==> config.mk <==
export PLATFORM = sky130hd
export DESIGN_NAME = makehint_top
export DESIGN_NICKNAME = d
export VERILOG_FILES = /design/src/makehint_pkg.sv /design/src/makehint_top.sv /design/src/makehint_sample_buffer.sv /design/src/makehint_ctrl.sv /design/src/makehint_hint_calc.sv /design/src/makehint_cfg.sv
export SDC_FILE = /design/constraint.sdc
export NUM_CORES = 1
export LEC_CHECK = 0
export ABC_AREA = 1
export BUFFER_PORTS_ARGS = -buffer_cell sky130_fd_sc_hd__buf_4
export CELL_PAD_IN_SITES_DETAIL_PLACEMENT = 0
export CELL_PAD_IN_SITES_GLOBAL_PLACEMENT = 1
export CORE_MARGIN = 2
export CORE_UTILIZATION = 37
export DETAILED_ROUTE_END_ITERATION = 7
export GPL_ROUTABILITY_DRIVEN = 0
export PLACE_DENSITY = 0.89
export SETUP_SLACK_MARGIN = 0.1
export SLEW_MARGIN = 20
export SYNTH_ARGS = -nofsm -noshare
export SYNTH_HDL_FRONTEND = slang
export SYNTH_SLANG_ARGS = --single-unit
==> constraint.sdc <==
create_clock -name clk -period 8.13 [get_ports clk]
set_input_delay 0.4065 -clock clk [delete_from_list [all_inputs] [get_ports clk]]
set_output_delay 0.4065 -clock clk [all_outputs]
set_load 0.1 [all_outputs]
==> src/makehint_pkg.sv <==
// ML-DSA hint stage shared definitions
// Widths, gamma2 constants, register map and controller states

package makehint_pkg;

  // Signed low part r0 of a decomposed coefficient
  typedef logic signed [22:0] coeff_t;
  // High part r1 of a decomposed coefficient
  typedef logic [5:0] high_t;
  // Coefficient position within a polynomial, also the buffer entry width
  typedef logic [7:0] index_t;
  // Hint count, never above omega
  typedef logic [7:0] count_t;
  // Number of polynomials per signature
  typedef logic [3:0] npoly_t;

  // Legal gamma2 values, (q-1)/88 and (q-1)/32 with q = 8380417
  localparam coeff_t GAMMA2_88 = 23'd95232;
  localparam coeff_t GAMMA2_32 = 23'd261888;

  localparam int COEFFS_PER_POLY = 256;

  // Field positions inside the 32 bit register words
  localparam int CTRL_SEL_BIT       = 0;
  localparam int CTRL_NPOLY_LSB     = 4;
  localparam int STATUS_INVALID_BIT = 8;

  typedef enum logic [1:0] {
    CTRL   = 2'd0,
    OMEGA  = 2'd1,
    STATUS = 2'd2
  } cfg_addr_e;

  typedef enum logic [1:0] {
    IDLE  = 2'd0,
    HINTS = 2'd1,
    PAD   = 2'd2,
    DONE  = 2'd3
  } ctrl_state_e;

endpackage
==> src/makehint_top.sv <==
// ML-DSA hint stage top level
// Hint decision, omega limiting, zero padding and index packing behind a small register block

`timescale 1ns/100ps

module makehint_top #(
  parameter int NUM_WR           = 4,
  parameter int NUM_RD           = 4,
  parameter int OPT_BUFFER_DEPTH = 0
) (
  input  logic                                clk,
  input  logic                                rst_b,
  input  logic                                zeroize_i,
  input  logic                                start_i,
  input  logic                                cfg_we_i,
  input  makehint_pkg::cfg_addr_e             cfg_addr_i,
  input  logic                 [31:0]         cfg_wdata_i,
  output logic                 [31:0]         cfg_rdata_o,
  input  logic                                coeff_valid_i,
  input  makehint_pkg::coeff_t [NUM_WR-1:0]   r0_i,
  input  makehint_pkg::high_t  [NUM_WR-1:0]   r1_i,
  output logic                                data_valid_o,
  output makehint_pkg::index_t [NUM_RD-1:0]   data_o,
  output makehint_pkg::index_t                max_index_o,
  output makehint_pkg::count_t                poly_count_o,
  output logic                                poly_count_valid_o,
  output logic                                done_o
);

  makehint_pkg::coeff_t               gamma2;
  makehint_pkg::count_t               omega;
  logic [3:0]                         num_poly;
  logic                               invalid;
  makehint_pkg::count_t               total;
  logic [NUM_WR-1:0]                  hint_valid;
  makehint_pkg::index_t [NUM_WR-1:0]  hint_idx;
  logic                               beat;
  logic [NUM_WR-1:0]                  wr_valid;
  makehint_pkg::index_t [NUM_WR-1:0]  wr_data;
  logic                               buffer_full;

  makehint_cfg i_makehint_cfg (
    .clk, .rst_b, .zeroize_i, .cfg_we_i, .cfg_addr_i, .cfg_wdata_i, .cfg_rdata_o,
    .invalid_i (invalid),
    .total_i   (total),
    .gamma2_o  (gamma2),
    .omega_o   (omega),
    .num_poly_o(num_poly)
  );

  makehint_hint_calc #(.NUM_WR(NUM_WR)) i_makehint_hint_calc (
    .clk, .rst_b, .zeroize_i, .coeff_valid_i, .r0_i, .r1_i,
    .gamma2_i    (gamma2),
    .hint_valid_o(hint_valid),
    .hint_idx_o  (hint_idx),
    .beat_o      (beat)
  );

  makehint_ctrl #(.NUM_WR(NUM_WR)) i_makehint_ctrl (
    .clk, .rst_b, .zeroize_i, .start_i,
    .beat_i       (beat),
    .hint_valid_i (hint_valid),
    .hint_idx_i   (hint_idx),
    .omega_i      (omega),
    .num_poly_i   (num_poly),
    .buffer_full_i(buffer_full),
    .wr_valid_o   (wr_valid),
    .wr_data_o    (wr_data),
    .poly_count_o, .poly_count_valid_o,
    .total_o      (total),
    .invalid_o    (invalid),
    .done_o
  );

  makehint_sample_buffer #(
    .NUM_WR          (NUM_WR),
    .NUM_RD          (NUM_RD),
    .OPT_BUFFER_DEPTH(OPT_BUFFER_DEPTH)
  ) i_makehint_sample_buffer (
    .clk, .rst_b, .zeroize_i,
    .data_valid_i (wr_valid),
    .data_i       (wr_data),
    .buffer_full_o(buffer_full),
    .data_valid_o, .data_o, .max_index_o
  );

endmodule

==> src/makehint_sample_buffer.sv <==
// Hint index sample buffer
// Packs up to NUM_WR valid indices per cycle behind the held entries
// and releases NUM_RD of them once that many are held

`timescale 1ns/100ps

module makehint_sample_buffer #(
  parameter int NUM_WR           = 4,
  parameter int NUM_RD           = 4,
  parameter int OPT_BUFFER_DEPTH = 0
) (
  input  logic                                clk,
  input  logic                                rst_b,
  input  logic                                zeroize_i,
  input  logic                 [NUM_WR-1:0]   data_valid_i,
  input  makehint_pkg::index_t [NUM_WR-1:0]   data_i,
  output logic                                buffer_full_o,
  output logic                                data_valid_o,
  output makehint_pkg::index_t [NUM_RD-1:0]   data_o,
  output makehint_pkg::index_t                max_index_o
);

  localparam int BUFFER_DEPTH = NUM_WR + NUM_RD + OPT_BUFFER_DEPTH;
  localparam int CNT_W        = $clog2(BUFFER_DEPTH + 1);
  localparam int DATA_W       = $bits(makehint_pkg::index_t);

  // Entries 0 to count_q-1 are valid, entry 0 is the oldest
  makehint_pkg::index_t [BUFFER_DEPTH-1:0] buf_q;
  makehint_pkg::index_t [BUFFER_DEPTH-1:0] buf_shift;
  makehint_pkg::index_t [BUFFER_DEPTH-1:0] buf_d;
  logic [CNT_W-1:0]                        count_q;
  logic [CNT_W-1:0]                        count_d;
  // Occupancy left after this cycle's read, where new entries go
  logic [CNT_W-1:0]                        base;
  logic [CNT_W-1:0]                        wr_ptr;
  makehint_pkg::index_t                    max_index_d;
  logic                                    buffer_rd;
  logic                                    buffer_wr;

  // Read whenever a full output word is held
  always_comb buffer_rd = (count_q >= CNT_W'(NUM_RD));
  always_comb base = buffer_rd ? count_q - CNT_W'(NUM_RD) : count_q;

  // Full when a complete write beat would not fit behind the remaining entries.
  // With NUM_WR equal to NUM_RD and no spare depth this never rises
  always_comb buffer_full_o = (int'(base) > BUFFER_DEPTH - NUM_WR);

  always_comb buffer_wr = (|data_valid_i) && !buffer_full_o;

  // Drop the oldest NUM_RD entries on a read
  always_comb begin
    buf_shift = buffer_rd ? (buf_q >> (NUM_RD * DATA_W)) : buf_q;
  end

  // Compact valid lanes in lane order and append them after the kept entries
  always_comb begin
    buf_d       = buf_shift;
    wr_ptr      = base;
    max_index_d = max_index_o;
    for (int lane = 0; lane < NUM_WR; lane++) begin
      if (buffer_wr && data_valid_i[lane]) begin
        buf_d[wr_ptr] = data_i[lane];
        // Last valid lane wins
        max_index_d   = data_i[lane];
        wr_ptr        = wr_ptr + 1'b1;
      end
    end
    count_d = wr_ptr;
  end

  always_ff @(posedge clk or negedge rst_b) begin
    if (!rst_b) begin
      count_q     <= '0;
      max_index_o <= '0;
    end else if (zeroize_i) begin
      count_q     <= '0;
      max_index_o <= '0;
    end else begin
      count_q     <= count_d;
      max_index_o <= max_index_d;
    end
  end

  // Storage only matters below count_q, so it needs no clear
  always_ff @(posedge clk) begin
    buf_q <= buf_d;
  end

  always_comb data_valid_o = buffer_rd;
  always_comb data_o = buf_q[NUM_RD-1:0];

endmodule

==> src/makehint_ctrl.sv <==
// Hint stage controller
// Counts beats and polynomials, enforces the omega limit and pads with zero indices

`timescale 1ns/100ps

module makehint_ctrl #(
  parameter int NUM_WR = 4
) (
  input  logic                                clk,
  input  logic                                rst_b,
  input  logic                                zeroize_i,
  input  logic                                start_i,
  input  logic                                beat_i,
  input  logic                 [NUM_WR-1:0]   hint_valid_i,
  input  makehint_pkg::index_t [NUM_WR-1:0]   hint_idx_i,
  input  makehint_pkg::count_t                omega_i,
  input  logic                 [3:0]          num_poly_i,
  input  logic                                buffer_full_i,
  output logic                 [NUM_WR-1:0]   wr_valid_o,
  output makehint_pkg::index_t [NUM_WR-1:0]   wr_data_o,
  output makehint_pkg::count_t                poly_count_o,
  output logic                                poly_count_valid_o,
  output makehint_pkg::count_t                total_o,
  output logic                                invalid_o,
  output logic                                done_o
);

  localparam int BEATS  = makehint_pkg::COEFFS_PER_POLY / NUM_WR;
  localparam int BEAT_W = $clog2(BEATS);

  makehint_pkg::ctrl_state_e state_q;
  logic [BEAT_W-1:0]         beat_cnt_q;
  makehint_pkg::npoly_t      poly_cnt_q;
  // Entries written so far, hints plus padding
  makehint_pkg::count_t      fill_q;

  // One extra bit so the running sums cannot wrap
  logic [8:0]        hint_acc;
  logic [8:0]        pad_acc;
  logic [NUM_WR-1:0] hint_lanes;
  logic [NUM_WR-1:0] pad_lanes;
  logic              drop;
  logic              hint_go;
  logic              pad_go;
  logic              pad_last;
  logic              last_beat;
  logic              last_poly;

  always_comb hint_go = (state_q == makehint_pkg::HINTS) && beat_i;
  always_comb pad_go = (state_q == makehint_pkg::PAD) && !buffer_full_i;
  always_comb last_beat = (int'(beat_cnt_q) == BEATS - 1);
  always_comb last_poly = (poly_cnt_q == num_poly_i - 4'd1);

  // Accept hints in lane order until omega is reached, any further hint is dropped
  always_comb begin
    hint_acc   = {1'b0, total_o};
    hint_lanes = '0;
    drop       = 1'b0;
    for (int lane = 0; lane < NUM_WR; lane++) begin
      if (hint_valid_i[lane]) begin
        if (hint_acc < {1'b0, omega_i}) begin
          hint_lanes[lane] = 1'b1;
          hint_acc         = hint_acc + 9'd1;
        end else begin
          drop = 1'b1;
        end
      end
    end
  end

  // Fill the remaining room up to omega with zero indices
  always_comb begin
    pad_acc   = {1'b0, fill_q};
    pad_lanes = '0;
    for (int lane = 0; lane < NUM_WR; lane++) begin
      if (pad_acc < {1'b0, omega_i}) begin
        pad_lanes[lane] = 1'b1;
        pad_acc         = pad_acc + 9'd1;
      end
    end
    pad_last = pad_go && (pad_acc >= {1'b0, omega_i});
  end

  always_comb begin
    wr_valid_o = hint_go ? hint_lanes : (pad_go ? pad_lanes : '0);
    for (int lane = 0; lane < NUM_WR; lane++) begin
      wr_data_o[lane] = (state_q == makehint_pkg::PAD) ? '0 : hint_idx_i[lane];
    end
  end

  always_ff @(posedge clk or negedge rst_b) begin
    if (!rst_b) begin
      state_q <= makehint_pkg::IDLE;
      beat_cnt_q <= '0;
      poly_cnt_q <= '0;
      fill_q <= '0;
      total_o <= '0;
      invalid_o <= 1'b0;
      poly_count_valid_o <= 1'b0;
    end else if (zeroize_i) begin
      state_q <= makehint_pkg::IDLE;
      beat_cnt_q <= '0;
      poly_cnt_q <= '0;
      fill_q <= '0;
      total_o <= '0;
      invalid_o <= 1'b0;
      poly_count_valid_o <= 1'b0;
    end else begin
      poly_count_valid_o <= hint_go && last_beat;
      case (state_q)
        makehint_pkg::IDLE: begin
          // A new signature starts from clean counts and status
          if (start_i) begin
            state_q <= makehint_pkg::HINTS;
            beat_cnt_q <= '0;
            poly_cnt_q <= '0;
            total_o <= '0;
            invalid_o <= 1'b0;
          end
        end
        makehint_pkg::HINTS: begin
          if (beat_i) begin
            total_o <= hint_acc[7:0];
            invalid_o <= invalid_o | drop;
            beat_cnt_q <= last_beat ? '0 : beat_cnt_q + 1'b1;
            if (last_beat) begin
              poly_cnt_q <= poly_cnt_q + 4'd1;
              if (last_poly) begin
                state_q <= makehint_pkg::PAD;
                fill_q <= hint_acc[7:0];
              end
            end
          end
        end
        makehint_pkg::PAD: begin
          if (pad_go) begin
            fill_q <= pad_acc[7:0];
          end
          if (pad_last) begin
            state_q <= makehint_pkg::DONE;
          end
        end
        // DONE lasts one cycle and carries the done pulse
        default: state_q <= makehint_pkg::IDLE;
      endcase
    end
  end

  // Cumulative count captured at the last beat of each polynomial
  always_ff @(posedge clk) begin
    if (hint_go && last_beat) begin
      poly_count_o <= hint_acc[7:0];
    end
  end

  always_comb done_o = (state_q == makehint_pkg::DONE);

endmodule

==> src/makehint_hint_calc.sv <==
// Per-lane hint decision for the ML-DSA hint stage
// Flags coefficients that need a hint and tags them with their position

`timescale 1ns/100ps

module makehint_hint_calc #(
  parameter int NUM_WR = 4
) (
  input  logic                                clk,
  input  logic                                rst_b,
  input  logic                                zeroize_i,
  input  logic                                coeff_valid_i,
  input  makehint_pkg::coeff_t [NUM_WR-1:0]   r0_i,
  input  makehint_pkg::high_t  [NUM_WR-1:0]   r1_i,
  input  makehint_pkg::coeff_t                gamma2_i,
  output logic                 [NUM_WR-1:0]   hint_valid_o,
  output makehint_pkg::index_t [NUM_WR-1:0]   hint_idx_o,
  output logic                                beat_o
);

  localparam int BEATS  = makehint_pkg::COEFFS_PER_POLY / NUM_WR;
  localparam int BEAT_W = $clog2(BEATS);

  logic [BEAT_W-1:0]                beat_cnt_q;
  logic [NUM_WR-1:0]                hint_d;
  makehint_pkg::index_t [NUM_WR-1:0] idx_d;
  // Signed working copies so that the compares below are signed
  makehint_pkg::coeff_t             r0_lane;
  makehint_pkg::coeff_t             neg_gamma2;

  always_comb begin
    neg_gamma2 = -gamma2_i;
    r0_lane    = '0;
    hint_d     = '0;
    idx_d      = '0;
    for (int lane = 0; lane < NUM_WR; lane++) begin
      r0_lane = r0_i[lane];
      // Hint when r0 leaves the open range, or sits on -gamma2 with nonzero r1
      hint_d[lane] = (r0_lane > gamma2_i) || (r0_lane < neg_gamma2) ||
                     ((r0_lane == neg_gamma2) && (r1_i[lane] != '0));
      // Position is beat times lane count plus lane number
      idx_d[lane] = makehint_pkg::index_t'(int'(beat_cnt_q) * NUM_WR + lane);
    end
  end

  always_ff @(posedge clk or negedge rst_b) begin
    if (!rst_b) begin
      beat_cnt_q   <= '0;
      hint_valid_o <= '0;
      beat_o       <= 1'b0;
    end else if (zeroize_i) begin
      beat_cnt_q   <= '0;
      hint_valid_o <= '0;
      beat_o       <= 1'b0;
    end else begin
      beat_o       <= coeff_valid_i;
      hint_valid_o <= coeff_valid_i ? hint_d : '0;
      if (coeff_valid_i) begin
        // Wrap at the end of the polynomial
        beat_cnt_q <= (int'(beat_cnt_q) == BEATS - 1) ? '0 : beat_cnt_q + 1'b1;
      end
    end
  end

  // Index payload is only meaningful with its valid bit
  always_ff @(posedge clk) begin
    if (coeff_valid_i) begin
      hint_idx_o <= idx_d;
    end
  end

endmodule

==> src/makehint_cfg.sv <==
// Hint stage configuration and status registers
// Holds gamma2 select, polynomial count and omega, returns status read-back

`timescale 1ns/100ps

module makehint_cfg (
  input  logic                    clk,
  input  logic                    rst_b,
  input  logic                    zeroize_i,
  input  logic                    cfg_we_i,
  input  makehint_pkg::cfg_addr_e cfg_addr_i,
  input  logic [31:0]             cfg_wdata_i,
  output logic [31:0]             cfg_rdata_o,
  input  logic                    invalid_i,
  input  makehint_pkg::count_t    total_i,
  output makehint_pkg::coeff_t    gamma2_o,
  output makehint_pkg::count_t    omega_o,
  output logic [3:0]              num_poly_o
);

  // Low selects GAMMA2_88, high selects GAMMA2_32
  logic                 gamma2_sel_q;
  makehint_pkg::npoly_t num_poly_q;
  makehint_pkg::count_t omega_q;

  // Zeroize brings the block back to the parameter set of reset
  always_ff @(posedge clk or negedge rst_b) begin
    if (!rst_b) begin
      gamma2_sel_q <= 1'b0;
      num_poly_q   <= 4'd4;
      omega_q      <= 8'd80;
    end else if (zeroize_i) begin
      gamma2_sel_q <= 1'b0;
      num_poly_q   <= 4'd4;
      omega_q      <= 8'd80;
    end else if (cfg_we_i) begin
      case (cfg_addr_i)
        makehint_pkg::CTRL: begin
          gamma2_sel_q <= cfg_wdata_i[makehint_pkg::CTRL_SEL_BIT];
          num_poly_q   <= cfg_wdata_i[makehint_pkg::CTRL_NPOLY_LSB +: 4];
        end
        makehint_pkg::OMEGA: begin
          omega_q <= cfg_wdata_i[7:0];
        end
        // STATUS is read only
        default: ;
      endcase
    end
  end

  // Map the select bit onto the actual constant
  always_comb gamma2_o = gamma2_sel_q ? makehint_pkg::GAMMA2_32 : makehint_pkg::GAMMA2_88;
  always_comb omega_o = omega_q;
  always_comb num_poly_o = num_poly_q;

  // Read-back is combinational from the address
  always_comb begin
    cfg_rdata_o = '0;
    case (cfg_addr_i)
      makehint_pkg::CTRL: begin
        cfg_rdata_o[makehint_pkg::CTRL_SEL_BIT]        = gamma2_sel_q;
        cfg_rdata_o[makehint_pkg::CTRL_NPOLY_LSB +: 4] = num_poly_q;
      end
      makehint_pkg::OMEGA: begin
        cfg_rdata_o[7:0] = omega_q;
      end
      makehint_pkg::STATUS: begin
        // Invalid flag above the running total
        cfg_rdata_o[makehint_pkg::STATUS_INVALID_BIT] = invalid_i;
        cfg_rdata_o[7:0]                              = total_i;
      end
      default: cfg_rdata_o = '0;
    endcase
  end

endmodule

== Yosys cells after proc, flatten, opt, wreduce, memory -nomap -nowiden ==
Cells that the tools add are included.

* Bits in writable memories: 0
* Memories: 0
* ROM bits: 0
* Latch bits: 0
* Output and inout bits: 83
* Bits in registers: 168

* $lt $le $gt $ge: 27
* Shift-type cells: 0
* Add/sub/neg operators: 21
* Reduce and logical (&&, ||, !) cells: 46
* Divide/modulo/power cells: 0
* $mul: 0
* Muxes and demuxes: 118
* Bitwise logic cells: 1
* Equality and inequality tests: 18

{| class="wikitable"
|+ Operators by type and width
! cell !! count
|-
| 64-bit 2-to-1 mux || 5
|-
| 64-bit bitwise mux || 4
|-
| 8-bit 2-to-1 mux || 26
|-
| 8-bit demux with 3-bit select || 4
|-
| 23-bit equality test || 4
|-
| 23-bit by 19-bit > comparator with 1-bit output || 4
|-
| 23-bit < comparator || 4
|-
| 9-bit 2-to-1 mux || 10
|-
| 4-bit 2-to-1 mux || 17
|-
| 9-bit by 8-bit < comparator with 1-bit output || 6
|-
| 9-bit by 1-bit adder with 9-bit output, second input constant || 5
|-
| 6-bit 2-to-1 mux || 7
|-
| 8-bit case mux with 2 select lines || 2
|-
| 1-bit 2-to-1 mux || 29
|-
| 6-bit nonzero test || 4
|-
| 18-bit negation with 23-bit output || 1
|-
| 4-bit by 1-bit adder with 4-bit output, second input constant || 5
|-
| 8-bit by 1-bit adder with 9-bit output, second input constant || 2
|-
| 18-bit 2-to-1 mux || 1
|-
| 1-bit logical AND || 17
|-
| 8-bit by 1-bit adder with 8-bit output, second input constant || 2
|-
| 8-bit by 2-bit adder with 8-bit output, second input constant || 2
|-
| 4-bit by 1-bit greater-or-equal comparator with 1-bit output, second input constant || 4
|-
| 4-bit < comparator, second input constant || 4
|-
| 33 further kinds || 62
|}

== Logic depth before layout (Yosys ltp) ==
* Depth in word-level cells: 27
* Depth in mapped cells: 63
* Depth with buffers taken out: 63

== Modules after synthesis ==
From an unflattened synthesis, not the netlist that was laid out.

* Cell total of the unflattened synthesis: 3220
* Area, all modules: 19844.0 sq um

{| class="wikitable"
|+ Modules (own cells, without submodules)
! module !! times used !! sequential area each (sq um) !! cells each !! area each (sq um)
|-
| makehint_hint_calc || 1 || 455.4 || 1035 || 6486.2
|-
| makehint_sample_buffer || 1 || 1581.5 || 1125 || 6476.2
|-
| makehint_ctrl || 1 || 991.0 || 892 || 5698.0
|-
| makehint_cfg || 1 || 329.1 || 168 || 1183.6
|}

== Worst setup path before layout ==
OpenSTA, ideal clock, no wires.

* Kind: reg-to-reg
* Start point: reg i_makehint_cfg.omega_q[6], in the netlist i_makehint_cfg.omega_o[6]
* End point: reg i_makehint_sample_buffer.buf_q[58] (netlist bit)
* Setup time: 70 ps
* Slack: -535 ps
* Arrival time: 8595 ps
* Path buffers: 0
* Stages on the path, launching flop included: 57
* Period minus slack after synthesis: 8665 ps
* Data required time: 8060 ps
* Path through: dfstp_2 -> inv_1 -> ha_1 -> nand2_1 -> inv_1 -> a21oi_2 -> nand3_4 -> inv_4 -> nand3_1 -> nand2_1 -> inv_1 -> ha_1 -> a21oi_1 -> o21a_1 -> o311ai_1 -> inv_2 -> nand2_2 -> nor2_4 -> [21 not listed] -> nand3_4 -> nand2_2 -> nand2_2 -> ha_1 -> or2_2 -> nand2_1 -> inv_2 -> nand2_1 -> nor2_1 -> ha_1 -> or2_1 -> o21ai_4 -> inv_1 -> ha_1 -> nand2_1 -> nand2_1 -> o21bai_1 -> a21oi_1

{| class="wikitable"
|+ RTL lines
! item !! line !! text
|-
| from (decl) || makehint_cfg.sv:24 || <nowiki>makehint_pkg::count_t omega_q;</nowiki>
|-
| from (signal assigned) || makehint_cfg.sv:43 || <nowiki>omega_q <= cfg_wdata_i[7:0];</nowiki>
|-
| to (signal assigned) || makehint_sample_buffer.sv:86 || <nowiki>buf_q <= buf_d;</nowiki>
|-
| to (decl) || makehint_sample_buffer.sv:28 || <nowiki>makehint_pkg::index_t [BUFFER_DEPTH-1:0] buf_q;</nowiki>
|}

==> reports/qor.yml <==
outcome: "completed"
cp-end-kind: "flip-flop"
grt_pass1_vias: 13473
cts_hold_buf: 0
maxSlewHeadroom: 0.3064
via_per_inst: 5.131
htree_levels: 4
crit_fanout: 8
arrival_ps: 8400
clk_latency_ps: 430
syn_inst: 1897
synthMostInstantiatedCell: "nand2_1"
drcViolationCount: 0
clk_pin_slew_ps: 70
cpMaxStageDelayCell: "dfstp_2"
tritoncts: "built"
synthArstFlopShare: 0.4583
cp-startpoint: "i_makehint_cfg.omega_o[4]$_DFFE_PN1P_"
cts.path.max_buffers: 2
firstDrtPassIters: 6
synth-edff-count: 14
leakagePower_uw: 0.009044
cap_violations: 0
power_density_nw_per_um2: 364.8
ir_worst_vdd_uv: 251.5
report.final.hold_viol_count: 0
ys_top_cells_by_area: "nand2_1 (14%), ha_1 (12%), dfrtp_1 (12%), dfxtp_1 (9.9%), inv_1 (7.4%)"
syn_area_um2: 12940
grt.total_usage: 0.2277
overflow: 0
yosys-top-cells-count: "nand2_1 (470), inv_1 (256), nor2_1 (163)"
die_y_um: 191.0
place_area_um2: 15750
core-area_um2: 34460
worstSetupPathType: "flip-flop to flip-flop"
vias: 14019
tightestPinTransition_ps: 1040
dieWidth_um: 191.0
timing.rr.start: "i_makehint_cfg.omega_o[4]$_DFFE_PN1P_"
grt_pass1_wl_um: 66600
rsz0062_at_grt: "true"
initial_utilization: 0.3757
ant_nets: 0
rows: 68
grt_max_degree: 67
cts_buffers: 17
fmax_mhz: 124.5
ys.flop_type: "dfxtp_1"
antenna_found_initial: 1
cp.required_ps: 8500
yosys.area.top_type: "nand2_1"
num-nets-final: 2548
stdcell_area_um2: 18020
yosys_warnings: 0
layout-drive-gt1-share: 0.3194
yosysSeqAreaShare: 0.2593
place_hpwl_um: 32430
cpPeakStageDelay_ps: 540
port_buffers: 191
setup_viol: 0
routed_wl_um: 43070
syn2layout_area_growth_pct: 39.23
dr.first_iter.drc_count: 904
drt-wirelength-per-cell_um: 15.77
synth_cell_types: 73
synth_seq_cells: 144
clock_sinks: 144
syn_avg_cell_area_um2: 6.824
placedCellCount: 2625
fin_crit_sh: 0.9883
dieArea_um2: 36500
cp_common_cell: "buf_4"
yosysTopAreaCellShare: 0.1363
clk_root_buffer_cell: "clkbuf_16"
stdcell_count: 2732
hp-class: "input pin to asynchronous set/reset pin"
startpoint_type: "flip-flop"
ios: 239
period_needed_ps: 8035
skew_ps: 10.10
slew_violations: 0
==> timing repair <==
action / in CTS / in global routing
endpoints found under the setup margin: 64 / 69
pin swaps: 43 / 132
buffers inserted: 38 / 32
resized for setup: 38 / 198
cloned: 1 / 3
==> per-layer routing <==
layer	up-vias	routed length, um	global-route usage
met1	6483	17800	0.2752
met3	83	2459	0.03727
met4	0	1353	0.08855
met2	495	21460	0.4022
li1	6958	-	-
met5	-	0	0
==> through the flow <==
stage | total power [uW] | setup WS (ps) | utilization | TNS [ps] | hold WS (ps)
final | 6575 | 94.87 | 0.5231 | 0 | 95.01
after global routing | 7097 | -453.2 | 0.5231 | -21340 | 168.0
after CTS | 6047 | 95.06 | 0.4885 | 0 | 125.1
after detailed placement | 5030 | -150.2 | 0.4572 | -3256 | 466.3
after global placement | 4937 | -45.84 | 0.4572 | -283.7 | 463.1
after floorplan | 3882 | 104.5 | - | 0 | 110.9
==> layout make-up <==
cell class	instances	area, um^2
fill	3230	16430
clock inverter	14	168.9
clock buffer	18	439.2
timing repair inverter	1	6.256
tap	455	569.3
inverter	270	1039
timing repair buffer	406	3217
multi-input combinational	1423	9225
antenna	1	2.502
sequential	144	3357
==> final timing paths <==
check                      slack, ps  cells after the start                                             to
hold / removal                   100                      1        i_makehint_cfg.gamma2_sel_q$_DFFE_PN0P_
hold reg to reg                  480                      2     i_makehint_sample_buffer.buf_q[39]$_DFF_P_
min in group clk                 220                      3          i_makehint_cfg.omega_o[1]$_DFFE_PN0P_
max in group asynchronous       7450                      1  i_makehint_sample_buffer.count_q[2]$_DFF_PN0_
setup / recovery                  90                     55     i_makehint_sample_buffer.buf_q[60]$_DFF_P_
setup reg to reg                  90                     55     i_makehint_sample_buffer.buf_q[60]$_DFF_P_
==> power breakdown <==
part,switching (uW),total (uW),leakage [uW],internal [uW]
registers,116,1020,0.00155,901
clock network,354,827,0.000302,473
logic,2930,4730,0.00719,1800
total,3400,6580,0.00904,3180
==> worst max-delay path, delay by kind of cell, from the launching register on <==
family	cells	cell delay, ps
AND/OR/NAND/NOR	24	2360
AO/OA/AOI/OAI	9	1750
buffers and inverters	15	1690
adder cells (fa/ha/maj)	6	1410
flip-flops	1	540
XOR/XNOR	1	160
==> cells by family after synthesis <==
kind of cell | share of synthesized area
AND/OR/NAND/NOR | 0.3518
AO/OA/AOI/OAI | 0.1177
flip-flops | 0.2593
XOR/XNOR | 0.02233
buffers and inverters | 0.1223
adder cells (fa/ha/maj) | 0.1247
other | 0.0002897
multiplexers | 0.001547
==> layout by cell type (no fill, tap or decap), drive strengths merged, types with 7 or more instances in the layout <==
cell type / count
nand3: 152
nand4: 59
nor3: 36
nand2: 512
xor2: 28
ha: 129
inv: 278
or2: 10
edfxtp: 14
conb: 23
nor4: 17
o211ai: 13
nor2: 181
a21oi: 59
nand3b: 7
o22ai: 20
clkbuf: 18
dfrtp: 63
dfxtp: 64
o21a: 7
buf: 406
o21ai: 102
==> state kept, by name, indices dropped and copies added (netlist names), 2 cells and up <==
signal,cells
i_makehint_sample_buffer.buf_q,32
i_makehint_hint_calc.hint_idx_o,6
i_makehint_ctrl.fill_q,8
i_makehint_hint_calc.hint_valid_o,4
i_makehint_sample_buffer.data_o,32
i_makehint_sample_buffer.max_index_o,8
i_makehint_cfg.num_poly_o,4
i_makehint_ctrl.total_o,8
i_makehint_ctrl.state_q,2
i_makehint_ctrl.beat_cnt_q,6
i_makehint_sample_buffer.count_q,4
i_makehint_ctrl.poly_count_o,8
i_makehint_ctrl.poly_cnt_q,4
i_makehint_hint_calc.beat_cnt_q,6
i_makehint_cfg.omega_o,8
Power figures use the tool's default switching activity.
